`config.mk`:
```
export PLATFORM = sky130hd
export DESIGN_NAME = bounce_motion
export DESIGN_NICKNAME = d
export VERILOG_FILES = /design/src/bounce_pkg.sv /design/src/bounce_motion.sv
export SDC_FILE = /design/constraint.sdc
export NUM_CORES = 1
export LEC_CHECK = 0
export ABC_AREA = 0
export ABC_CLOCK_PERIOD_IN_PS = 2450
export BUFFER_PORTS_ARGS = -buffer_cell sky130_fd_sc_hd__buf_4
export CELL_PAD_IN_SITES_DETAIL_PLACEMENT = 1
export CELL_PAD_IN_SITES_GLOBAL_PLACEMENT = 1
export CORE_MARGIN = 1
export CORE_UTILIZATION = 40
export DETAILED_ROUTE_END_ITERATION = 7
export PLACE_DENSITY_LB_ADDON = 0.1
export SLEW_MARGIN = 20
export SYNTH_ARGS = -nofsm -noshare
export SYNTH_HDL_FRONTEND = slang
export SYNTH_SLANG_ARGS = --single-unit
```
`constraint.sdc`:
```
create_clock -name clk_100m -period 2.45 [get_ports clk_100m]
set_input_delay 0.49 -clock clk_100m [delete_from_list [all_inputs] [get_ports clk_100m]]
set_output_delay 0.49 -clock clk_100m [all_outputs]
set_load 0.05 [all_outputs]
```
`src/bounce_pkg.sv`:
```
/* raster, framebuffer and square geometry for the simulation-sized display
   framebuffer covers the active area exactly, one colour index per pixel */
package bounce_pkg;

    // shared vector types
    typedef logic signed [7:0] coord_t;  // screen or framebuffer coordinate
    typedef logic [3:0]        cidx_t;   // palette index
    typedef logic [11:0]       rgb_t;    // 4 bits per channel, red high
    typedef logic [11:0]       addr_t;   // framebuffer word address within a bank

    // raster geometry, one pixel per clock
    localparam int H_ACTIVE     = 64;
    localparam int H_SYNC_START = 68;
    localparam int H_SYNC_END   = 75;  // inclusive
    localparam int H_TOTAL      = 80;

    localparam int V_ACTIVE     = 36;
    localparam int V_SYNC_START = 38;
    localparam int V_SYNC_END   = 39;  // inclusive
    localparam int V_TOTAL      = 45;

    // framebuffer
    localparam int FB_WIDTH  = 64;
    localparam int FB_HEIGHT = 36;
    localparam int FB_DEPTH  = FB_WIDTH * FB_HEIGHT;  // words per bank

    // bouncing square
    localparam int SQ_SIZE  = 16;  // edge length in pixels
    localparam int SQ_SPEED = 2;   // pixels per frame on each axis

    localparam cidx_t BG_IDX = 4'd1;
    localparam cidx_t SQ_IDX = 4'd11;

    // fixed 16 colour palette
    localparam rgb_t PALETTE [16] = '{
        12'h000,  // 0 black
        12'h112,  // 1 background, dark blue
        12'hF00,
        12'hF80,
        12'hFF0,
        12'h8F0,
        12'h0F0,
        12'h0F8,
        12'h0FF,
        12'h08F,
        12'h00F,
        12'h2C4,  // 11 square, green
        12'h80F,
        12'hF0F,
        12'h888,
        12'hFFF   // 15 white
    };

endpackage
```
`src/bounce_motion.sv`:
```
/* square corner moves SQ_SPEED per frame on both axes, reversing at the edges
   reset position is the top-left corner, heading right and down */
`timescale 1ns/10ps

module bounce_motion import bounce_pkg::*; (
    input  logic   clk_100m,
    input  logic   rst_n,
    input  logic   frame,
    output coord_t sq_x,
    output coord_t sq_y
);

    logic   dir_x;  // 1 moves left
    logic   dir_y;  // 1 moves up
    coord_t nx, ny;
    logic   ndx, ndy;

    // edge-bounce rule for one axis, lim is the buffer extent
    function automatic void step_axis(input coord_t pos, input logic dir, input int lim,
                                      output coord_t pos_n, output logic dir_n);
        if (pos >= lim - SQ_SIZE - SQ_SPEED) begin
            dir_n = 1'b1;
            pos_n = coord_t'(pos - SQ_SPEED);
        end else if (pos < SQ_SPEED) begin
            dir_n = 1'b0;
            pos_n = coord_t'(pos + SQ_SPEED);
        end else begin
            dir_n = dir;
            pos_n = dir ? coord_t'(pos - SQ_SPEED) : coord_t'(pos + SQ_SPEED);
        end
    endfunction

    always_comb begin
        step_axis(sq_x, dir_x, FB_WIDTH, nx, ndx);
        step_axis(sq_y, dir_y, FB_HEIGHT, ny, ndy);
    end

    always_ff @(posedge clk_100m) begin
        if (!rst_n) begin
            sq_x  <= '0;
            sq_y  <= '0;
            dir_x <= 1'b0;
            dir_y <= 1'b0;
        end else if (frame) begin
            sq_x  <= nx;
            sq_y  <= ny;
            dir_x <= ndx;
            dir_y <= ndy;
        end
    end

    square_inside_fb: assert property (@(posedge clk_100m) disable iff (!rst_n)
        sq_x >= 0 && sq_x <= FB_WIDTH - SQ_SIZE && sq_y >= 0 && sq_y <= FB_HEIGHT - SQ_SIZE);

endmodule

```
==> qor.yml <==
ys.warnings.count: 0
cp_max_fo: 9
nets: 152
path_clk_slew_ps: 110
dieArea_um2: 2934
initial_core_util_pct: 43.15
crit_chain: "inv_1 > ha_1 > o21ai_1 > a21oi_2 > o31a_1 > mux2i_1 > mux2i_1"
grt_pass1_wl_mm: 4.036
p_total_mw: 0.5932
drt_iter0_drc: 9
clk_latency_ps: 290
yosys.area.top_type: "dfxtp_1"
syn_inst: 131
final_cell_mix: "nand2_1 (17), dfxtp_1 (16), buf_4 (16)"
cellPowerDensity_nw_per_um2: 482.8
crit_path_max_incr_delay_ps: 570
critical_path.slowest_cell: "dfxtp_1"
status: "finished clean"
critPathTopFamily: "compound AO/OA/AOI/OAI gates"
grt-ovfl-total: 0
hold_viol_final: 0
first_pass_iters: 4
cts_made_buffers: 3
fin_crit_sh_pct: 81.91
syn2layout_area_growth_pct: 12.87
cts_sinks: 16
hpwlAfterDp_mm: 1.853
grt_usage_pct: 19.48
port_buffers: 16
max_freq_ghz: 0.4983
ant_nets: 0
layout_commonest_cell: "nand2_1"
final_cells: 173
first_global_vias: 856
postCtsSetupRepairBufs: 0
setup_viol: 0
netlist_area_um2: 1089
antenna_found_initial: 0
clockRootBuffer: "clkbuf_4"
leakagePower_nw: 0.4999
avgSynthCellArea_um2: 8.309
ys_seq_area_share_pct: 29.43
cts_tree: "built"
worstSetupPathType: "flop to flop"
crit_cells: 7
die_w_um: 54.17
skew_ps: 5.779
synth_area_leaders: "dfxtp_1 (29%), mux2i_1 (11%), nand2_1 (5.9%), ha_1 (5.7%), inv_1 (3.1%)"
yosys_register_bits: 16
synth_top_area_share_pct: 29.43
cp-end-kind: "flop"
grt_util_met2_pct: 28.46
pin_count: 19
worst_r2r_path_depth: 7
holdBufCountCts: 0
cap_violations: 0
synthDistinctLibCells: 41
hold_depth: 2
grt_max_degree: 25
place_congestion: 0.8218
synth_edf_count: 0
htreeDepth: 1
critPathLaunchType: "flop"
cts.repair.resized: 0
busiest_layer: "met2"
grtUsageMet3_pct: 5.367
grt_use_met1_pct: 26.35
ir_drop_mv: 0.3001
postLayoutCoreUtil_pct: 48.71
whs_ps: 515.5
dieHeight_um: 54.17
layout-drive-gt1-share_pct: 17.48
crit_top_cell: "mux2i_1"
critPathBufInv: 1
slew_violations: 0
arrival_ps: 2230
via_per_inst: 5.532
placementRows: 18
wl_per_cell_um: 15.01
postSynth.asyncResetShare_pct: 0
diodes: 0
wl_mm: 2.596
period_needed_ps: 2007
holdCritPathClass: "flop to flop"
worstPathRequired_ps: 2680
drc: 0
synth_ff_type: "dfxtp_1"
routed-via-count: 957
post-place-cells: 169
clock_path_buffers: 2
finalSetupTns_ps: 0
rsz0062_at_grt: "no"
coreArea_um2: 2522
[worst reg2reg max path, stage by stage, from the launching register on]
cell and delay (ps):
dfxtp_1 570, inv_1 120, ha_1 220, o21ai_1 150, a21oi_2 90, o31a_1 350
mux2i_1 240, mux2i_1 210
[per-layer routing]
layer	vias up	part of all wire, %
li1	478	-
met1	454	52
met2	19	42
met3	6	4.0
met4	0	1.7
met5	-	0
[metrics by stage]
step	instance area, um^2	setup slack (ps)
floorplan	1092	294.1
global placement	1192	584.2
detailed placement	1192	493.7
CTS	1229	460.5
global route	1229	364.9
finish	1229	443.2
[final cells by class]
type / instances / area [um^2]
timing repair buffer: 16 / 120.1
clock buffer: 4 / 36.28
sequential: 16 / 320.3
inverter: 9 / 33.78
tap: 30 / 37.54
fill: 330 / 1294
multi-input combinational: 98 / 680.7
[report_power, final]
part	total, mW	switching [mW]	leakage (nW)	internal (mW)
Combinational	0.121	0.0787	0.349	0.0423
Clock	0.185	0.0948	0.0210	0.0905
Sequential	0.287	0.0194	0.130	0.268
[flip-flops by register name (all words and copies together) (netlist names)]
name and count:
dir_y 1, dir_x 1, sq_y 7, sq_x 7
[final timing paths]
kind         slack (ps)  startpoint       to
max                 440     sq_y[2]  sq_y[5]
min                 520     sq_y[5]  sq_y[5]
max reg2reg         440     sq_y[2]  sq_y[5]
min reg2reg         520     sq_y[5]  sq_y[5]
[synthesized netlist by cell type (2+ instances only)]
cell      number
nor2_1         6
o21ai_0        5
nor4_1         2
nor2b_1        2
nand2_1       17
a21oi_1        4
dfxtp_1       16
ha_1           5
xnor2_1        2
o211a_1        2
mux2i_1       12
and2_1         2
nand2b_1       5
xor2_1         2
clkbuf_1       4
inv_1          9
a21oi_2        2
buf_4          2
nand4_1        5
buf_6          2
nand3_1        3
nor3_1         3
[cell families (layout without fill, tap and decap cells)]
logic type                 after synthesis  after routing  synth area share [%]
AOI/OAI and AO/OA                       27             27                 18.74
and+or+nand+nor                         48             48                 23.10
buffers and inverters                   18             29                 8.389
adders and majority gates                5              5                 5.747
xor gates and xnor gates                 4              4                 3.219
other                                    1              2                0.3445
DFF                                     16             16                 29.43
muxes                                   12             12                 11.03
Power figures use the tool's default switching activity.
