[src/bounce_pkg.sv]
/* raster, framebuffer and square geometry for the simulation-sized display
   framebuffer covers the active area exactly, one colour index per pixel */
package bounce_pkg;

    // shared vector types
    typedef logic signed [7:0] coord_t;  // screen or framebuffer coordinate
    typedef logic [3:0]        cidx_t;   // palette index
    typedef logic [11:0]       rgb_t;    // 4 bits per channel, red high
    typedef logic [11:0]       addr_t;   // framebuffer word address within a bank

    // raster geometry, one pixel per clock
    localparam int H_ACTIVE     = 64;
    localparam int H_SYNC_START = 68;
    localparam int H_SYNC_END   = 75;  // inclusive
    localparam int H_TOTAL      = 80;

    localparam int V_ACTIVE     = 36;
    localparam int V_SYNC_START = 38;
    localparam int V_SYNC_END   = 39;  // inclusive
    localparam int V_TOTAL      = 45;

    // framebuffer
    localparam int FB_WIDTH  = 64;
    localparam int FB_HEIGHT = 36;
    localparam int FB_DEPTH  = FB_WIDTH * FB_HEIGHT;  // words per bank

    // bouncing square
    localparam int SQ_SIZE  = 16;  // edge length in pixels
    localparam int SQ_SPEED = 2;   // pixels per frame on each axis

    localparam cidx_t BG_IDX = 4'd1;
    localparam cidx_t SQ_IDX = 4'd11;

    // fixed 16 colour palette
    localparam rgb_t PALETTE [16] = '{
        12'h000,  // 0 black
        12'h112,  // 1 background, dark blue
        12'hF00,
        12'hF80,
        12'hFF0,
        12'h8F0,
        12'h0F0,
        12'h0F8,
        12'h0FF,
        12'h08F,
        12'h00F,
        12'h2C4,  // 11 square, green
        12'h80F,
        12'hF0F,
        12'h888,
        12'hFFF   // 15 white
    };

endpackage
[src/square_drawer.sv]
/* redraws the back buffer once per frame: full clear, then the square
   a frame pulse is only accepted in IDLE or DONE, drawing takes about 2560 cycles */
`timescale 1ns/10ps

module square_drawer import bounce_pkg::*; (
    input  logic   clk_100m,
    input  logic   rst_n,
    input  logic   frame,
    input  coord_t sq_x,
    input  coord_t sq_y,
    output logic   we,
    output coord_t wx,
    output coord_t wy,
    output cidx_t  wcidx,
    output logic   draw_done
);

    typedef enum logic [1:0] {IDLE, CLEAR, FILL, DONE} state_t;

    state_t state;
    coord_t x0, y0;  // latched square corner
    logic   start;
    logic   x_last;
    logic   y_last;

    assign start = frame && (state == IDLE || state == DONE);

    // cursor limits depend on the phase
    always_comb begin
        if (state == CLEAR) begin
            x_last = (wx == FB_WIDTH - 1);
            y_last = (wy == FB_HEIGHT - 1);
        end else begin
            x_last = (wx == x0 + SQ_SIZE - 1);
            y_last = (wy == y0 + SQ_SIZE - 1);
        end
    end

    always_ff @(posedge clk_100m) begin
        if (!rst_n) begin
            state     <= IDLE;
            we        <= 1'b0;
            draw_done <= 1'b0;
        end else begin
            case (state)
                IDLE, DONE: begin
                    if (start) begin
                        state     <= CLEAR;
                        we        <= 1'b1;
                        draw_done <= 1'b0;
                    end
                end
                CLEAR: if (x_last && y_last) state <= FILL;
                FILL: begin
                    if (x_last && y_last) begin
                        state     <= DONE;
                        we        <= 1'b0;
                        draw_done <= 1'b1;  // held until next frame pulse
                    end
                end
                default: state <= IDLE;
            endcase
        end
    end

    // write cursor and colour
    always_ff @(posedge clk_100m) begin
        if (start) begin
            x0    <= sq_x;  // position before this frame's motion update
            y0    <= sq_y;
            wx    <= '0;
            wy    <= '0;
            wcidx <= BG_IDX;
        end else if (state == CLEAR && x_last && y_last) begin
            wx    <= x0;  // clear finished, jump to square
            wy    <= y0;
            wcidx <= SQ_IDX;
        end else if (state == CLEAR || state == FILL) begin
            if (x_last) begin
                wx <= (state == CLEAR) ? coord_t'(0) : x0;
                wy <= coord_t'(wy + 1);
            end else begin
                wx <= coord_t'(wx + 1);
            end
        end
    end

    we_only_while_drawing: assert property (
        @(posedge clk_100m) disable iff (!rst_n)
        we |-> (state == CLEAR || state == FILL) && !draw_done
    );

endmodule

[config.mk]
export PLATFORM = sky130hd
export DESIGN_NAME = square_drawer
export DESIGN_NICKNAME = d
export VERILOG_FILES = /design/src/bounce_pkg.sv /design/src/square_drawer.sv
export SDC_FILE = /design/constraint.sdc
export NUM_CORES = 1
export LEC_CHECK = 0
export BUFFER_PORTS_ARGS = -buffer_cell sky130_fd_sc_hd__buf_4
export CORE_MARGIN = 8
export CORE_UTILIZATION = 43
export DETAILED_ROUTE_END_ITERATION = 7
export PLACE_DENSITY = 0.68
export SYNTH_ARGS = -nofsm -noshare
export SYNTH_HDL_FRONTEND = slang
export SYNTH_SLANG_ARGS = --single-unit
[constraint.sdc]
create_clock -name clk_100m -period 5.85 [get_ports clk_100m]
set_input_delay 0.585 -clock clk_100m [delete_from_list [all_inputs] [get_ports clk_100m]]
set_output_delay 0.585 -clock clk_100m [all_outputs]
set_load 0.01 [all_outputs]
==> results.sh <==
export IMPL_hold_viol=0
export IMPL_areaGrowthSynthToFinish_pct=11.9
export IMPL_max_freq_mhz=277
export IMPL_routed_wl_um=6530
export IMPL_std_cell_rows=28
export IMPL_worst_hold_slack_ns=0.466
export IMPL_syn_cell_area_um2=2620
export IMPL_die_w_um=94.0
export IMPL_yosysTopAreaCellShare_pct=18.4
export IMPL_fin_util_pct=49.5
export IMPL_syn_nets=313
export IMPL_n_antenna_cell=0
export IMPL_power_frac_seq_pct=39.1
export IMPL_switching_share_pct=42.9
export IMPL_ant_nets=0
export IMPL_dpl_instance_area_um2=2850
export IMPL_hpwl_um=4650
export IMPL_clock_path_buffers=2
export IMPL_n_fill_cell=567
export IMPL_initial_utilization_pct=44.2
export IMPL_grt_use_total_pct=15.2
export IMPL_crit_fanout=23
export IMPL_numCtsBuffers=5
export IMPL_power_frac_comb_pct=45.1
export IMPL_post_cts_buffers=0
export IMPL_power_leakage_nw=1.17
export IMPL_fin_setup_tns_ns=0
export IMPL_p_sw_mw=0.469
export IMPL_path_class="reg2reg"
export IMPL_dieArea_um2=8840
export IMPL_rsz0062_at_grt="false"
export IMPL_portBuffers=38
export IMPL_cts_tree="yes"
export IMPL_synthTopCellsByArea="edfxtp_1, dfxtp_1, xnor2_1"
export IMPL_p_int_mw=0.626
export IMPL_cp_data_required_time_ns=6.06
export IMPL_async_flop_share_pct=0
export IMPL_arrival_ns=3.83
export IMPL_ir_worst_vdd_uv=196
export IMPL_end_kind="flop"
export IMPL_synth_warnings=0
export IMPL_htreeDepth=2
export IMPL_io_pins=41
export IMPL_cts_hold_buf=0
export IMPL_antenna_found_initial=0
export IMPL_hp_class="in2reg"
export IMPL_gp_congestion=0.955
export IMPL_grt_pass1_wl_um=10800
export IMPL_clkPwrFrac_pct=15.9
export IMPL_power_density_nw_per_um2=374
export IMPL_final_area_um2=2930
export IMPL_nets=337
export IMPL_cts_sinks=37
export IMPL_multi_input_comb_area_um2=1480
export IMPL_synthCells=287
export IMPL_syn_area_per_cell_um2=9.12
export IMPL_grt_pass1_vias=2215
export IMPL_drtPass1Iterations=4
export IMPL_tightest_slew_ns=0.904
export IMPL_grt_ovfl_total=0
export IMPL_avgRoutedWirePerCell_um=16.9
export IMPL_setup_viol=0
export IMPL_die_h_um=94.0
export IMPL_yosys_most_used_dff="dfxtp_1"
export IMPL_clk_pin_slew_ns=0.08
export IMPL_layout_min_cycle_time_ns=3.61
export IMPL_drive_gt1_share_pct=20.3
export IMPL_status="finished, final reports clean"
export IMPL_seq_area_frac_synth_pct=34.4
export IMPL_vias=2225
export IMPL_fin_skew_ns=0.00533
export IMPL_clk_latency_ns=0.29
export IMPL_regArea_um2=901
export IMPL_slew_headroom_pct=39.8
export IMPL_via_per_inst=5.76
export IMPL_drc_errors=0
export IMPL_synth_edf_count=16
export IMPL_cap_violations=0
export IMPL_maxSlewViolCount=0
export IMPL_synth_seq_cells=37
export IMPL_grt_max_degree=24
export IMPL_core_um2=5920
export IMPL_drt_first_iter_violations=123
export IMPL_start_kind="flop"
export IMPL_yosysUniqueCellTypes=69
export IMPL_yosysTopAreaCell="edfxtp_1"
export IMPL_cts_resized=0
export IMPL_root_buffer="clkbuf_8"
export IMPL_period_share_pct=61.8
## power by group through the flow
stage	Combinational, mW	Clock [mW]	Sequential, mW
finish	0.494	0.174	0.428
floorplan	0.393	0	0.395
CTS	0.493	0.181	0.426
detailed placement	0.491	0	0.432
global route	0.553	0.188	0.440
global placement	0.482	0	0.432
## area by class of cell
cell class | count | area share [%]
clock inverters | 1 | 0.171
inverters | 25 | 3.20
well taps | 75 | 3.20
flip-flops and latches | 37 | 30.8
multi-input cells | 204 | 50.4
clock buffers | 6 | 2.48
repair buffers | 38 | 9.74
## final timing paths
kind                                       startpoint                  to  slack (ns)  depth (start not counted)
worst max-delay path            state[1]$_SDFFE_PN0P_  wx[6]$_SDFFE_PP0P_        2.24                          9
worst min-delay path                          sq_x[0]     x0[0]$_DFFE_PP_        0.47                          1
worst min register to register        we$_SDFFE_PN0P_     we$_SDFFE_PN0P_        0.48                          2
worst max register to register  state[1]$_SDFFE_PN0P_  wx[6]$_SDFFE_PP0P_        2.24                          9
## metrics by stage
step,std cells,power (mW),setup WS [ns]
global placement,379,0.913,2.42
floorplan,287,0.788,3.30
CTS,386,1.10,2.26
global route,386,1.18,1.87
detailed placement,379,0.922,2.28
finish,386,1.10,2.24
## kinds of logic after synthesis
kind of cell,count (synthesis),synth area share [%]
simple gates,90,20.7
compound gates,75,21.3
fa+ha+maj,7,3.35
xor+xnor,23,8.22
other cells,2,0.287
buf+inv,46,9.13
flops,37,34.4
mux,7,2.68
## synthesized netlist by cell type (2+ instances only)
library cell	n
mux2i_1	7
o31ai_1	2
a211oi_1	7
buf_6	4
nor4_1	5
nor3_1	8
dfxtp_1	21
edfxtp_1	16
a32oi_1	2
inv_1	24
conb_1	2
xnor2_1	17
nand3_1	8
nor2_2	2
buf_2	4
o22ai_1	7
a21oi_1	12
nor3b_1	2
nor3b_2	2
and4_1	2
nand2_1	13
nor2b_1	2
clkbuf_1	5
o311a_1	3
a31oi_1	6
and3_1	8
o211a_1	2
nor2_1	21
buf_4	5
xor2_1	5
o221ai_1	2
o211ai_1	4
o22a_1	5
nand4_1	3
o21ai_0	9
ha_1	7
## routing by layer
metal | track usage, % | wire, um
met1 | 19.8 | 3000
met2 | 23.1 | 3020
met3 | 4.32 | 416
met4 | 5.94 | 93
met5 | 0 | 0
## state kept, by name, summed over array words and instances (netlist names)
register / count
draw_done: 1
wy: 8
y0: 8
wcidx: 1
we: 1
x0: 8
state: 2
wx: 8
## worst max-delay path, cell delays in order (launching register included)
cell and delay, ns:
dfxtp_1 0.33, inv_1 0.08, ha_1 0.75, inv_1 0.39, a21oi_1 0.22, o311a_1 0.16
o311a_1 0.72, nand4_4 0.41, o22a_1 0.33, o22ai_1 0.12
## cells in the final DEF (no fill, tap or decap), types with 3 or more instances in the layout
| cell type | Yosys | final |
|---|---|---|
| xnor2_1 | 17 | 17 |
| o211ai_1 | 4 | 4 |
| nor4_1 | 5 | 5 |
| dfxtp_1 | 21 | 21 |
| xor2_1 | 5 | 5 |
| mux2i_1 | 7 | 7 |
| nand2_1 | 13 | 13 |
| nand4_1 | 3 | 3 |
| o311a_1 | 3 | 3 |
| ha_1 | 7 | 7 |
| nand3_1 | 8 | 8 |
| a31oi_1 | 6 | 6 |
| edfxtp_1 | 16 | 16 |
| a21oi_1 | 12 | 12 |
| a211oi_1 | 7 | 7 |
| nor3_1 | 8 | 8 |
| o22a_1 | 5 | 5 |
| clkbuf_8 | 0 | 5 |
| o21ai_0 | 9 | 9 |
| buf_4 | 5 | 38 |
| o22ai_1 | 7 | 7 |
| inv_1 | 24 | 24 |
| and3_1 | 8 | 8 |
| nor2_1 | 21 | 21 |
(Power assumes the default switching activity.)
