File: src/bounce_pkg.sv
/* raster, framebuffer and square geometry for the simulation-sized display
   framebuffer covers the active area exactly, one colour index per pixel */
package bounce_pkg;

    // shared vector types
    typedef logic signed [7:0] coord_t;  // screen or framebuffer coordinate
    typedef logic [3:0]        cidx_t;   // palette index
    typedef logic [11:0]       rgb_t;    // 4 bits per channel, red high
    typedef logic [11:0]       addr_t;   // framebuffer word address within a bank

    // raster geometry, one pixel per clock
    localparam int H_ACTIVE     = 64;
    localparam int H_SYNC_START = 68;
    localparam int H_SYNC_END   = 75;  // inclusive
    localparam int H_TOTAL      = 80;

    localparam int V_ACTIVE     = 36;
    localparam int V_SYNC_START = 38;
    localparam int V_SYNC_END   = 39;  // inclusive
    localparam int V_TOTAL      = 45;

    // framebuffer
    localparam int FB_WIDTH  = 64;
    localparam int FB_HEIGHT = 36;
    localparam int FB_DEPTH  = FB_WIDTH * FB_HEIGHT;  // words per bank

    // bouncing square
    localparam int SQ_SIZE  = 16;  // edge length in pixels
    localparam int SQ_SPEED = 2;   // pixels per frame on each axis

    localparam cidx_t BG_IDX = 4'd1;
    localparam cidx_t SQ_IDX = 4'd11;

    // fixed 16 colour palette
    localparam rgb_t PALETTE [16] = '{
        12'h000,  // 0 black
        12'h112,  // 1 background, dark blue
        12'hF00,
        12'hF80,
        12'hFF0,
        12'h8F0,
        12'h0F0,
        12'h0F8,
        12'h0FF,
        12'h08F,
        12'h00F,
        12'h2C4,  // 11 square, green
        12'h80F,
        12'hF0F,
        12'h888,
        12'hFFF   // 15 white
    };

endpackage
File: src/display_timing.sv
/* free-running raster counters, no blanking porch options
   frame pulses at sx = sy = 0, so also in the first cycle out of reset */
`timescale 1ns/10ps

module display_timing import bounce_pkg::*; (
    input  logic   clk_100m,
    input  logic   rst_n,
    output coord_t sx,
    output coord_t sy,
    output logic   hsync,
    output logic   vsync,
    output logic   de,
    output logic   frame
);

    logic h_last;
    logic v_last;

    assign h_last = (sx == H_TOTAL - 1);  // end of line
    assign v_last = (sy == V_TOTAL - 1);  // last line of frame

    always_ff @(posedge clk_100m) begin
        if (!rst_n) begin
            sx <= '0;
            sy <= '0;
        end else if (h_last) begin
            sx <= '0;
            sy <= v_last ? coord_t'(0) : coord_t'(sy + 1);
        end else begin
            sx <= coord_t'(sx + 1);
        end
    end

    // decoded from the counters, valid in the same cycle
    always_comb begin
        hsync = (sx >= H_SYNC_START) && (sx <= H_SYNC_END);
        vsync = (sy >= V_SYNC_START) && (sy <= V_SYNC_END);
        de    = (sx < H_ACTIVE) && (sy < V_ACTIVE);
        frame = (sx == 0) && (sy == 0);
    end

    // one pulse per frame, never stretched
    frame_single_cycle: assert property (
        @(posedge clk_100m) disable iff (!rst_n)
        frame |=> !frame
    );

endmodule

File: config.mk
export PLATFORM = sky130hd
export DESIGN_NAME = display_timing
export DESIGN_NICKNAME = d
export VERILOG_FILES = /design/src/bounce_pkg.sv /design/src/display_timing.sv
export SDC_FILE = /design/constraint.sdc
export NUM_CORES = 1
export LEC_CHECK = 0
export BUFFER_PORTS_ARGS = -buffer_cell sky130_fd_sc_hd__buf_4
export CORE_MARGIN = 2
export CORE_UTILIZATION = 25
export CTS_BUF_LIST = sky130_fd_sc_hd__clkbuf_16
export DETAILED_ROUTE_END_ITERATION = 12
export PLACE_DENSITY = 0.55
export SLEW_MARGIN = 20
export SYNTH_ARGS = -nofsm -noshare
export SYNTH_HDL_FRONTEND = slang
export SYNTH_SLANG_ARGS = --single-unit
File: constraint.sdc
create_clock -name clk_100m -period 2 [get_ports clk_100m]
set_clock_uncertainty 0.05 [all_clocks]
set_input_delay 0.3 -clock clk_100m [delete_from_list [all_inputs] [get_ports clk_100m]]
set_output_delay 0.3 -clock clk_100m [all_outputs]
set_load 0.05 [all_outputs]
==> results_dict.tcl, run 1 <==
set metrics [dict create \
    die_area_um2 3920 \
    hpwl_um 1580 \
    worstPathRequired_ps 1650 \
    clk_pin_slew_worst_paths_ps 50 \
    cts_max_level 1 \
    final_nets 133 \
    setup_tns_ps 0 \
    drv_slew 0 \
    fillers 367 \
    yosys-top-cells-area "dfxtp_1 37%, xor2_1 10%, ha_1 7.3%" \
    mappedNetlistArea_um2 858 \
    die_x_um 62.6 \
    seq_area_um2 323 \
    drtIter0Drc 27 \
    grt-ovfl-total 0 \
    fin_cells 170 \
    cp.arrival_ps 1520 \
    cts_setup_buffers 0 \
    post-route-min-period_ps 1870 \
    yosys_warnings 0 \
    start_util_pct 25.9 \
    layout-drive-gt1-share_pct 31.5 \
    max-cap-violations 0 \
    clk_path_buf_depth 2 \
    n_antenna_cell 0 \
    fin_ws_ps 126 \
    post_drt_wl_per_cell_um 11.9 \
    synth_seq_cells 16 \
    r2r_setup_slack_ps 340 \
    wirelength_um 2020 \
    power_density_nw_per_um2 657 \
    vias_per_cell 4.55 \
    outcome "complete, no violations" \
    syn_area_per_cell_um2 8.67 \
    path_class "flop to output pin" \
    vias 774 \
    antenna_found_initial 0 \
    synth_nets 106 \
    dpl-instance-area_um2 1100 \
    grt_pass1_wl_um 3430 \
    ir_drop_mv 0.305 \
    dp_cells 167 \
    yosysTopAreaCell "dfxtp_1" \
    design_area_um2 1200 \
    postRouteAntennaNets 0 \
    hold_viol 0 \
    grt_max_degree 9 \
    whs_ps 259 \
    area_growth_pct 39.5 \
    gp_congestion 0.793 \
    total_power_mw 0.787 \
    synth_cell_type_count 25 \
    hold_buffers 0 \
    root_buffer "clkbuf_16" \
    min-delay-path-class "input pin to flop" \
    crit_fanout 8 \
    setup_violations 0 \
    pre_cts_ws_ps 198 \
    final.period_utilization_pct 93.7 \
    cp-end-kind "output pin" \
    drc 0 \
    numCtsBuffers 3 \
    cts_sinks 16 \
    synthCells 99 \
    worst_pin_slew_ps 417 \
    ys_seq_area_share_pct 37.3 \
    final_util_pct 36.2 \
    num_rows 21 \
    multiInputGateArea_um2 547 \
    worstSkewPairLatency_ps 250 \
    grt_pass1_vias 781 \
    slew_headroom_pct 72.1 \
    leakage_nw 0.543 \
    start_kind "flop" \
    rsz0062_at_grt "true" \
    core_area_um2 3310 \
    clock.fmax_mhz 534 \
    cts_tree "yes" \
    die_y_um 62.6 \
    synth.top_cell.area_share_pct 37.3 \
    grt.total_usage_pct 11.0 \
    ios 22 \
    first_pass_iters 4 \
    port_buffers 21 \
]
## final timing paths
kind | startpoint | to | depth (start not counted)
worst min-delay path | rst_n | sx[2] | 2
worst min register to register | sx[0] | sx[0] | 1
worst max-delay path | sy[1] | frame | 6
worst max register to register | sx[0] | sy[6] | 5
## registers in the layout, indices dropped and copies added, names as in the netlist
name,count
sx,8
sy,8
## cells in the final DEF, fill, tap and decap left out, drive strengths merged, types with 3 or more instances in the layout
cell type,Yosys,final
a21oi,4,4
and2,4,4
and3,5,5
buf,1,23
clkbuf,0,3
dfxtp,16,16
ha,5,5
inv,5,5
nand2,10,10
nand3,4,4
nand4,6,6
nor2,13,13
nor3,4,4
xor2,10,10
## where the power goes
group | total [mW] | internal [mW] | switching, mW
logic | 0.0718 | 0.0252 | 0.0466
registers | 0.332 | 0.325 | 0.00770
clock network | 0.383 | 0.262 | 0.120
total | 0.787 | 0.612 | 0.175
## cell usage after synthesis
library cell	instances
buf_2	1
a21oi_1	4
a21boi_1	2
nor3_1	4
nand4_2	1
nor2_1	13
inv_1	5
nand3_1	4
nand4_1	5
nand2_1	9
o21ba_1	1
nand4b_1	1
o21a_1	1
ha_1	5
o22ai_1	1
and4_1	1
o21ai_2	1
xnor2_1	2
xor2_1	10
and3_1	5
nand2_2	1
nor4b_4	1
nor4b_1	1
and2_1	4
dfxtp_1	16
## cell families (layout without fill, tap and decap cells)
kind of cell / after synthesis / in the layout / share of synthesized area, %
AO/OA/AOI/OAI: 10 / 10 / 7.87
XOR/XNOR: 12 / 12 / 12.2
adder cells (fa/ha/maj): 5 / 5 / 7.29
buffers and inverters: 6 / 31 / 2.77
flip-flops: 16 / 16 / 37.3
AND/OR/NAND/NOR: 50 / 50 / 32.5
## critical path, stage by stage, from the launching register on
cell	delay (ps)
dfxtp_1	380
inv_1	80
ha_1	170
nor4b_4	200
nand4b_1	140
nor2_2	140
buf_6	170
## per-layer routing
layer / up-vias / part of all wire (%) / track usage, %
met2: 17 / 46 / 17.6
li1: 390 / - / -
met5: - / 0 / 0
met3: 5 / 4.7 / 2.88
met4: 0 / 2.2 / 6.39
met1: 362 / 47 / 13.3
## layout make-up
type	count	area share, %
Sequential cell	16	27.0
Clock buffer	3	6.27
Multi-Input combinational cell	77	45.7
Inverter	5	1.57
Timing Repair Buffer	23	14.7
Tap cell	46	4.81
## what timing repair did
item | 4_1_cts | 5_1_grt
setup endpoints to repair | 1 | 2
resized for setup | 1 | 6
gates cloned | 0 | 0
Note: power is estimated with default switching activity, not from simulation.
==> run 2: changes to the inputs <==
--- a/config.mk
+++ b/config.mk
@@ -5,12 +5,13 @@
 export SDC_FILE = /design/constraint.sdc
 export NUM_CORES = 1
 export LEC_CHECK = 0
+export ABC_AREA = 1
 export BUFFER_PORTS_ARGS = -buffer_cell sky130_fd_sc_hd__buf_4
 export CORE_MARGIN = 2
-export CORE_UTILIZATION = 25
+export CORE_UTILIZATION = 45
 export CTS_BUF_LIST = sky130_fd_sc_hd__clkbuf_16
 export DETAILED_ROUTE_END_ITERATION = 12
-export PLACE_DENSITY = 0.55
+export PLACE_DENSITY = 0.79
 export SLEW_MARGIN = 20
 export SYNTH_ARGS = -nofsm -noshare
 export SYNTH_HDL_FRONTEND = slang
==> run 2 against run 1 <==
Compared with the run above: total power rose by 2.4%; non-clock buffer count fell by 2; wire length rose by 26%; combinational power rose by 8.5%; first-iteration DRC count rose by 3.7%; synthesized cell count rose by 56%; critical endpoint unchanged.
==> results_dict.tcl, run 2 <==
set metrics [dict create \
    numCtsBuffers 3 \
    pre_cts_ws_ps 332 \
    ys.flop_type "dfxtp_1" \
    fillers 202 \
    seqPwrFrac_pct 41.0 \
    synth_fa_ha_area_share_pct 5.99 \
    synth_cell_type_count 26 \
    mappedNetlistArea_um2 1040 \
    synthSimpleGateAreaFrac_pct 45.3 \
    rsz0062_at_grt "false" \
    cts_setup_buffers 0 \
    synth_top_family_by_area "simple AND/OR/NAND/NOR gates" \
    p_comb_share_pct 9.7 \
    grt.total_usage_pct 20.5 \
    grt_max_degree 11 \
    synth_common_cells "38 x nand2_1, 21 x inv_1, 20 x nor2_1, 16 x dfxtp_1, 13 x nand3_1" \
    drv_slew 0 \
    synthMuxAreaShare_pct 0 \
    synth.most_common_cell "nand2_1" \
    clk_pin_slew_worst_paths_ps 50 \
    clk_path_buf_depth 2 \
    final_common_cell "nand2_1" \
    clock.fmax_mhz 514 \
    synthCells 154 \
    fin_ws_ps 54.9 \
    n_antenna_cell 0 \
    final_util_pct 60.1 \
    antenna_found_initial 0 \
    synthXorXnorAreaFrac_pct 0 \
    start_util_pct 47.2 \
    yosys-top-cells-area "dfxtp_1 31%, nand2_1 14%, inv_1 7.5%" \
    cp.arrival_ps 1600 \
    grt-ovfl-total 0 \
    synth_nets 161 \
    root_buffer "clkbuf_16" \
    ir_drop_mv 0.501 \
    postRouteAntennaNets 0 \
    die_area_um2 2720 \
    p_sw_share_pct 23.8 \
    reg.largest.list "sx x8, sy x8" \
    seq_area_um2 320 \
    vias 1069 \
    hold_viol 0 \
    power_density_nw_per_um2 606 \
    max-cap-violations 0 \
    synth_edf_count 0 \
    syn_area_per_cell_um2 6.78 \
    multiInputGateArea_um2 633 \
    synth_seq_cells 16 \
    post_drt_wl_per_cell_um 12.4 \
    port_buffers 21 \
    setup_tns_ps 0 \
    layout_common_cells "38 x nand2_1, 21 x inv_1, 21 x buf_4" \
    slew_headroom_pct 77.5 \
    layout-drive-gt1-share_pct 26.3 \
    outcome "complete, no violations" \
    drtIter0Drc 28 \
    area_growth_pct 27.3 \
    post-route-min-period_ps 1950 \
    num_rows 17 \
    hpwl_um 1850 \
    min-delay-path-class "input pin to flop" \
    clockPowerShare_pct 49.3 \
    start_kind "flop" \
    grt_pass1_wl_um 4120 \
    yosys_warnings 0 \
    gp_congestion 0.864 \
    p_int_mw 0.613 \
    path_class "flop to output pin" \
    drc 0 \
    worstPathRequired_ps 1650 \
    grt_pass1_vias 1002 \
    ios 22 \
    final_nets 187 \
    wirelength_um 2560 \
    leakage_nw 0.646 \
    vias_per_cell 5.16 \
    die_y_um 52.2 \
    synth.top_cell.area_share_pct 30.7 \
    hold_buffers 0 \
    final.period_utilization_pct 97.3 \
    p_sw_mw 0.192 \
    crit_fanout 5 \
    first_pass_iters 4 \
    cts_tree "yes" \
    cts_max_level 1 \
    die_x_um 52.2 \
    ys_seq_area_share_pct 30.7 \
    cts_sinks 16 \
    cp-end-kind "output pin" \
    yosysTopAreaCell "dfxtp_1" \
    worst_pin_slew_ps 333 \
    synth_compound_area_share_pct 8.02 \
    worstSkewPairLatency_ps 250 \
    async_flop_share_pct 0 \
    core_area_um2 2210 \
    setup_violations 0 \
]
## run 2: critical path: stages (launching register included)
cell,delay (ps)
dfxtp_1,380
inv_2,130
nand2_1,90
nor3_1,220
nand4_1,170
nor2_1,150
buf_4,220
## run 2: power by group through the flow
stage	combinational, mW	sequential (mW)	clock, mW
final	0.0779	0.330	0.397
after global routing	0.0827	0.332	0.406
after CTS	0.0779	0.330	0.398
after detailed placement	0.0764	0.337	0
after global placement	0.0752	0.336	0
after floorplan	0.0371	0.353	0
## run 2: worst paths after layout
path         slack, ps   from  cells after the start     to
max                 50  sx[3]                      6  frame
min                320  rst_n                      3  sy[1]
max reg2reg        500  sx[0]                      6  sy[3]
min reg2reg        430  sx[0]                      1  sx[0]
## run 2: metal layers
metal,vias up,wire length [um],track usage [%]
met2,44,1300,35.7
met1,476,1070,23.3
met4,0,39,10.7
met3,7,151,4.29
li1,542,-,-
met5,-,0,0
## run 2: metrics by stage
stage / instance area, um^2 / std cells / total power, mW / hold slack [ps]
after floorplan: 1060 / 154 / 0.391 / 386
after global placement: 1250 / 203 / 0.411 / 407
after detailed placement: 1250 / 203 / 0.413 / 418
after CTS: 1330 / 207 / 0.806 / 319
after global routing: 1330 / 207 / 0.820 / 322
final: 1330 / 207 / 0.806 / 318
## run 2: cells by family after synthesis
group | count (synthesis)
fa+ha+maj | 5
simple gates | 91
compound gates | 15
flops | 16
buf+inv | 27
## run 2: timing repair
item,4_1_cts,5_1_grt
hold endpoints to repair,0,0
endpoints found under the setup margin,0,1
gates resized for setup,0,1
## run 2: area by class of cell
class                           instances  area share [%]
Multi-Input combinational cell        111            47.6
Timing Repair Buffer                   21            11.9
Inverter                               27            7.90
Clock inverter                          1           0.282
Clock buffer                            3            5.64
Sequential cell                        16            24.1
Tap cell                               28            2.63
==> run 3: changes to the inputs <==
--- a/config.mk
+++ b/config.mk
@@ -8,10 +8,10 @@
 export ABC_AREA = 1
 export BUFFER_PORTS_ARGS = -buffer_cell sky130_fd_sc_hd__buf_4
 export CORE_MARGIN = 2
-export CORE_UTILIZATION = 45
+export CORE_UTILIZATION = 53
 export CTS_BUF_LIST = sky130_fd_sc_hd__clkbuf_16
 export DETAILED_ROUTE_END_ITERATION = 12
-export PLACE_DENSITY = 0.79
+export PLACE_DENSITY = 0.89
 export SLEW_MARGIN = 20
 export SYNTH_ARGS = -nofsm -noshare
 export SYNTH_HDL_FRONTEND = slang
==> run 3 against run 2 <==
Compared with the run above: sequential power barely moved; flip-flop and latch count did not move; global-route usage rose by 1.4 points; clock power fell by 3%; non-clock buffer count did not move; combinational power fell by 0.8%; register-to-register slack barely moved; maximum frequency barely moved; cell area fell by 0.38%; via count rose by 2.1%; wire length fell by 4.3%; first-iteration DRC count rose by 7.1%; highest routed layer unchanged.
==> results_dict.tcl, run 3 (synthesized netlist as in run 2, its figures left out) <==
set metrics [dict create \
    wirelength_um 2450 \
    cts_max_level 1 \
    cp-end-kind "output pin" \
    antenna_found_initial 0 \
    post-route-min-period_ps 1950 \
    numCtsBuffers 3 \
    layout-drive-gt1-share_pct 26.4 \
    clk_path_buf_depth 2 \
    gp_congestion 0.931 \
    area_growth_pct 26.8 \
    clock.fmax_mhz 514 \
    final_nets 187 \
    worst_pin_slew_ps 361 \
    pre_cts_ws_ps 328 \
    vias_per_cell 5.32 \
    vias 1091 \
    hold_buffers 0 \
    grt.total_usage_pct 21.8 \
    rsz0062_at_grt "false" \
    dp_cells 202 \
    layout_common_cells "38 x nand2_1, 21 x inv_1, 21 x buf_4" \
    grt_pass1_wl_um 4050 \
    start_util_pct 54.9 \
    die_x_um 48.4 \
    reg.largest.list "sx x8, sy x8" \
    cts_tree "yes" \
    setup_violations 0 \
    max-cap-violations 0 \
    port_buffers 21 \
    cts_setup_buffers 0 \
    crit_fanout 5 \
    path_class "flop to output pin" \
    hpwl_um 1800 \
    die_area_um2 2340 \
    fin_ws_ps 54.8 \
    grt_max_degree 11 \
    worstPathRequired_ps 1650 \
    ios 22 \
    core_area_um2 1900 \
    postRouteAntennaNets 0 \
    first_pass_iters 4 \
    start_kind "flop" \
    outcome "complete, no violations" \
    setup_tns_ps 0 \
    final_util_pct 69.7 \
    drv_slew 0 \
    slew_headroom_pct 75.7 \
    num_rows 16 \
    worstSkewPairLatency_ps 250 \
    root_buffer "clkbuf_16" \
    min-delay-path-class "input pin to flop" \
    drc 0 \
    final.period_utilization_pct 97.3 \
    grt-ovfl-total 0 \
    cts_sinks 16 \
    ir_drop_mv 0.411 \
    die_y_um 48.4 \
    power_density_nw_per_um2 598 \
    cp.arrival_ps 1600 \
    hold_viol 0 \
    clk_pin_slew_worst_paths_ps 50 \
    n_antenna_cell 0 \
    post_drt_wl_per_cell_um 11.9 \
    leakage_nw 0.644 \
    final_common_cell "nand2_1" \
    drtIter0Drc 30 \
    fin_cells 205 \
    grt_pass1_vias 934 \
]
run 3: cell count changes in the layout (fill, tap and decap cells not counted), sizes merged:
cell and delta:
clkinv -1
run 3: routing by layer:
layer | vias up | part of all wire (%) | GRT usage (%)
met5 | - | 0 | 0
met1 | 502 | 42 | 26.3
met2 | 47 | 50 | 37.7
met3 | 7 | 5.4 | 3.70
met4 | 0 | 2.7 | 10.5
li1 | 535 | - | -
run 3: worst max-delay path, stage by stage (launching register included):
cell and delay, ps:
dfxtp_1 420, ha_2 270, nand2_1 90, o211ai_1 290
a21oi_4 90, buf_4 200
run 3: where the power goes:
part           total, mW  switching (mW)  internal [mW]
registers          0.331         0.00676          0.325
clock network      0.384           0.122          0.262
logic             0.0773          0.0537         0.0236
run 3: final timing paths:
kind,start,endpoint,slack [ps],cells after the start
setup reg to reg,sx[0],sy[2],510,8
setup / recovery,sx[0],hsync,50,5
hold reg to reg,sx[0],sx[0],450,1
hold / removal,rst_n,sy[1],330,3
run 3: cell type report:
cell class	instances	area, um^2
fill	150	577
inverter	27	105
timing repair buffer	21	158
sequential	16	320
tap	27	33.8
clock buffer	3	75.1
multi-input combinational	111	633
run 3: timing repair:
item | CTS | global route
endpoints found under the hold margin | 0 | 0
endpoints found under the setup margin | 0 | 1
gates resized for setup | 0 | 1
run 3: per-stage QoR:
stage | power, mW | area (um^2) | hold slack [ps]
floorplan | 0.391 | 1060 | 386
global placement | 0.411 | 1250 | 406
detailed placement | 0.413 | 1250 | 422
CTS | 0.799 | 1320 | 328
global route | 0.818 | 1330 | 353
finish | 0.793 | 1330 | 329
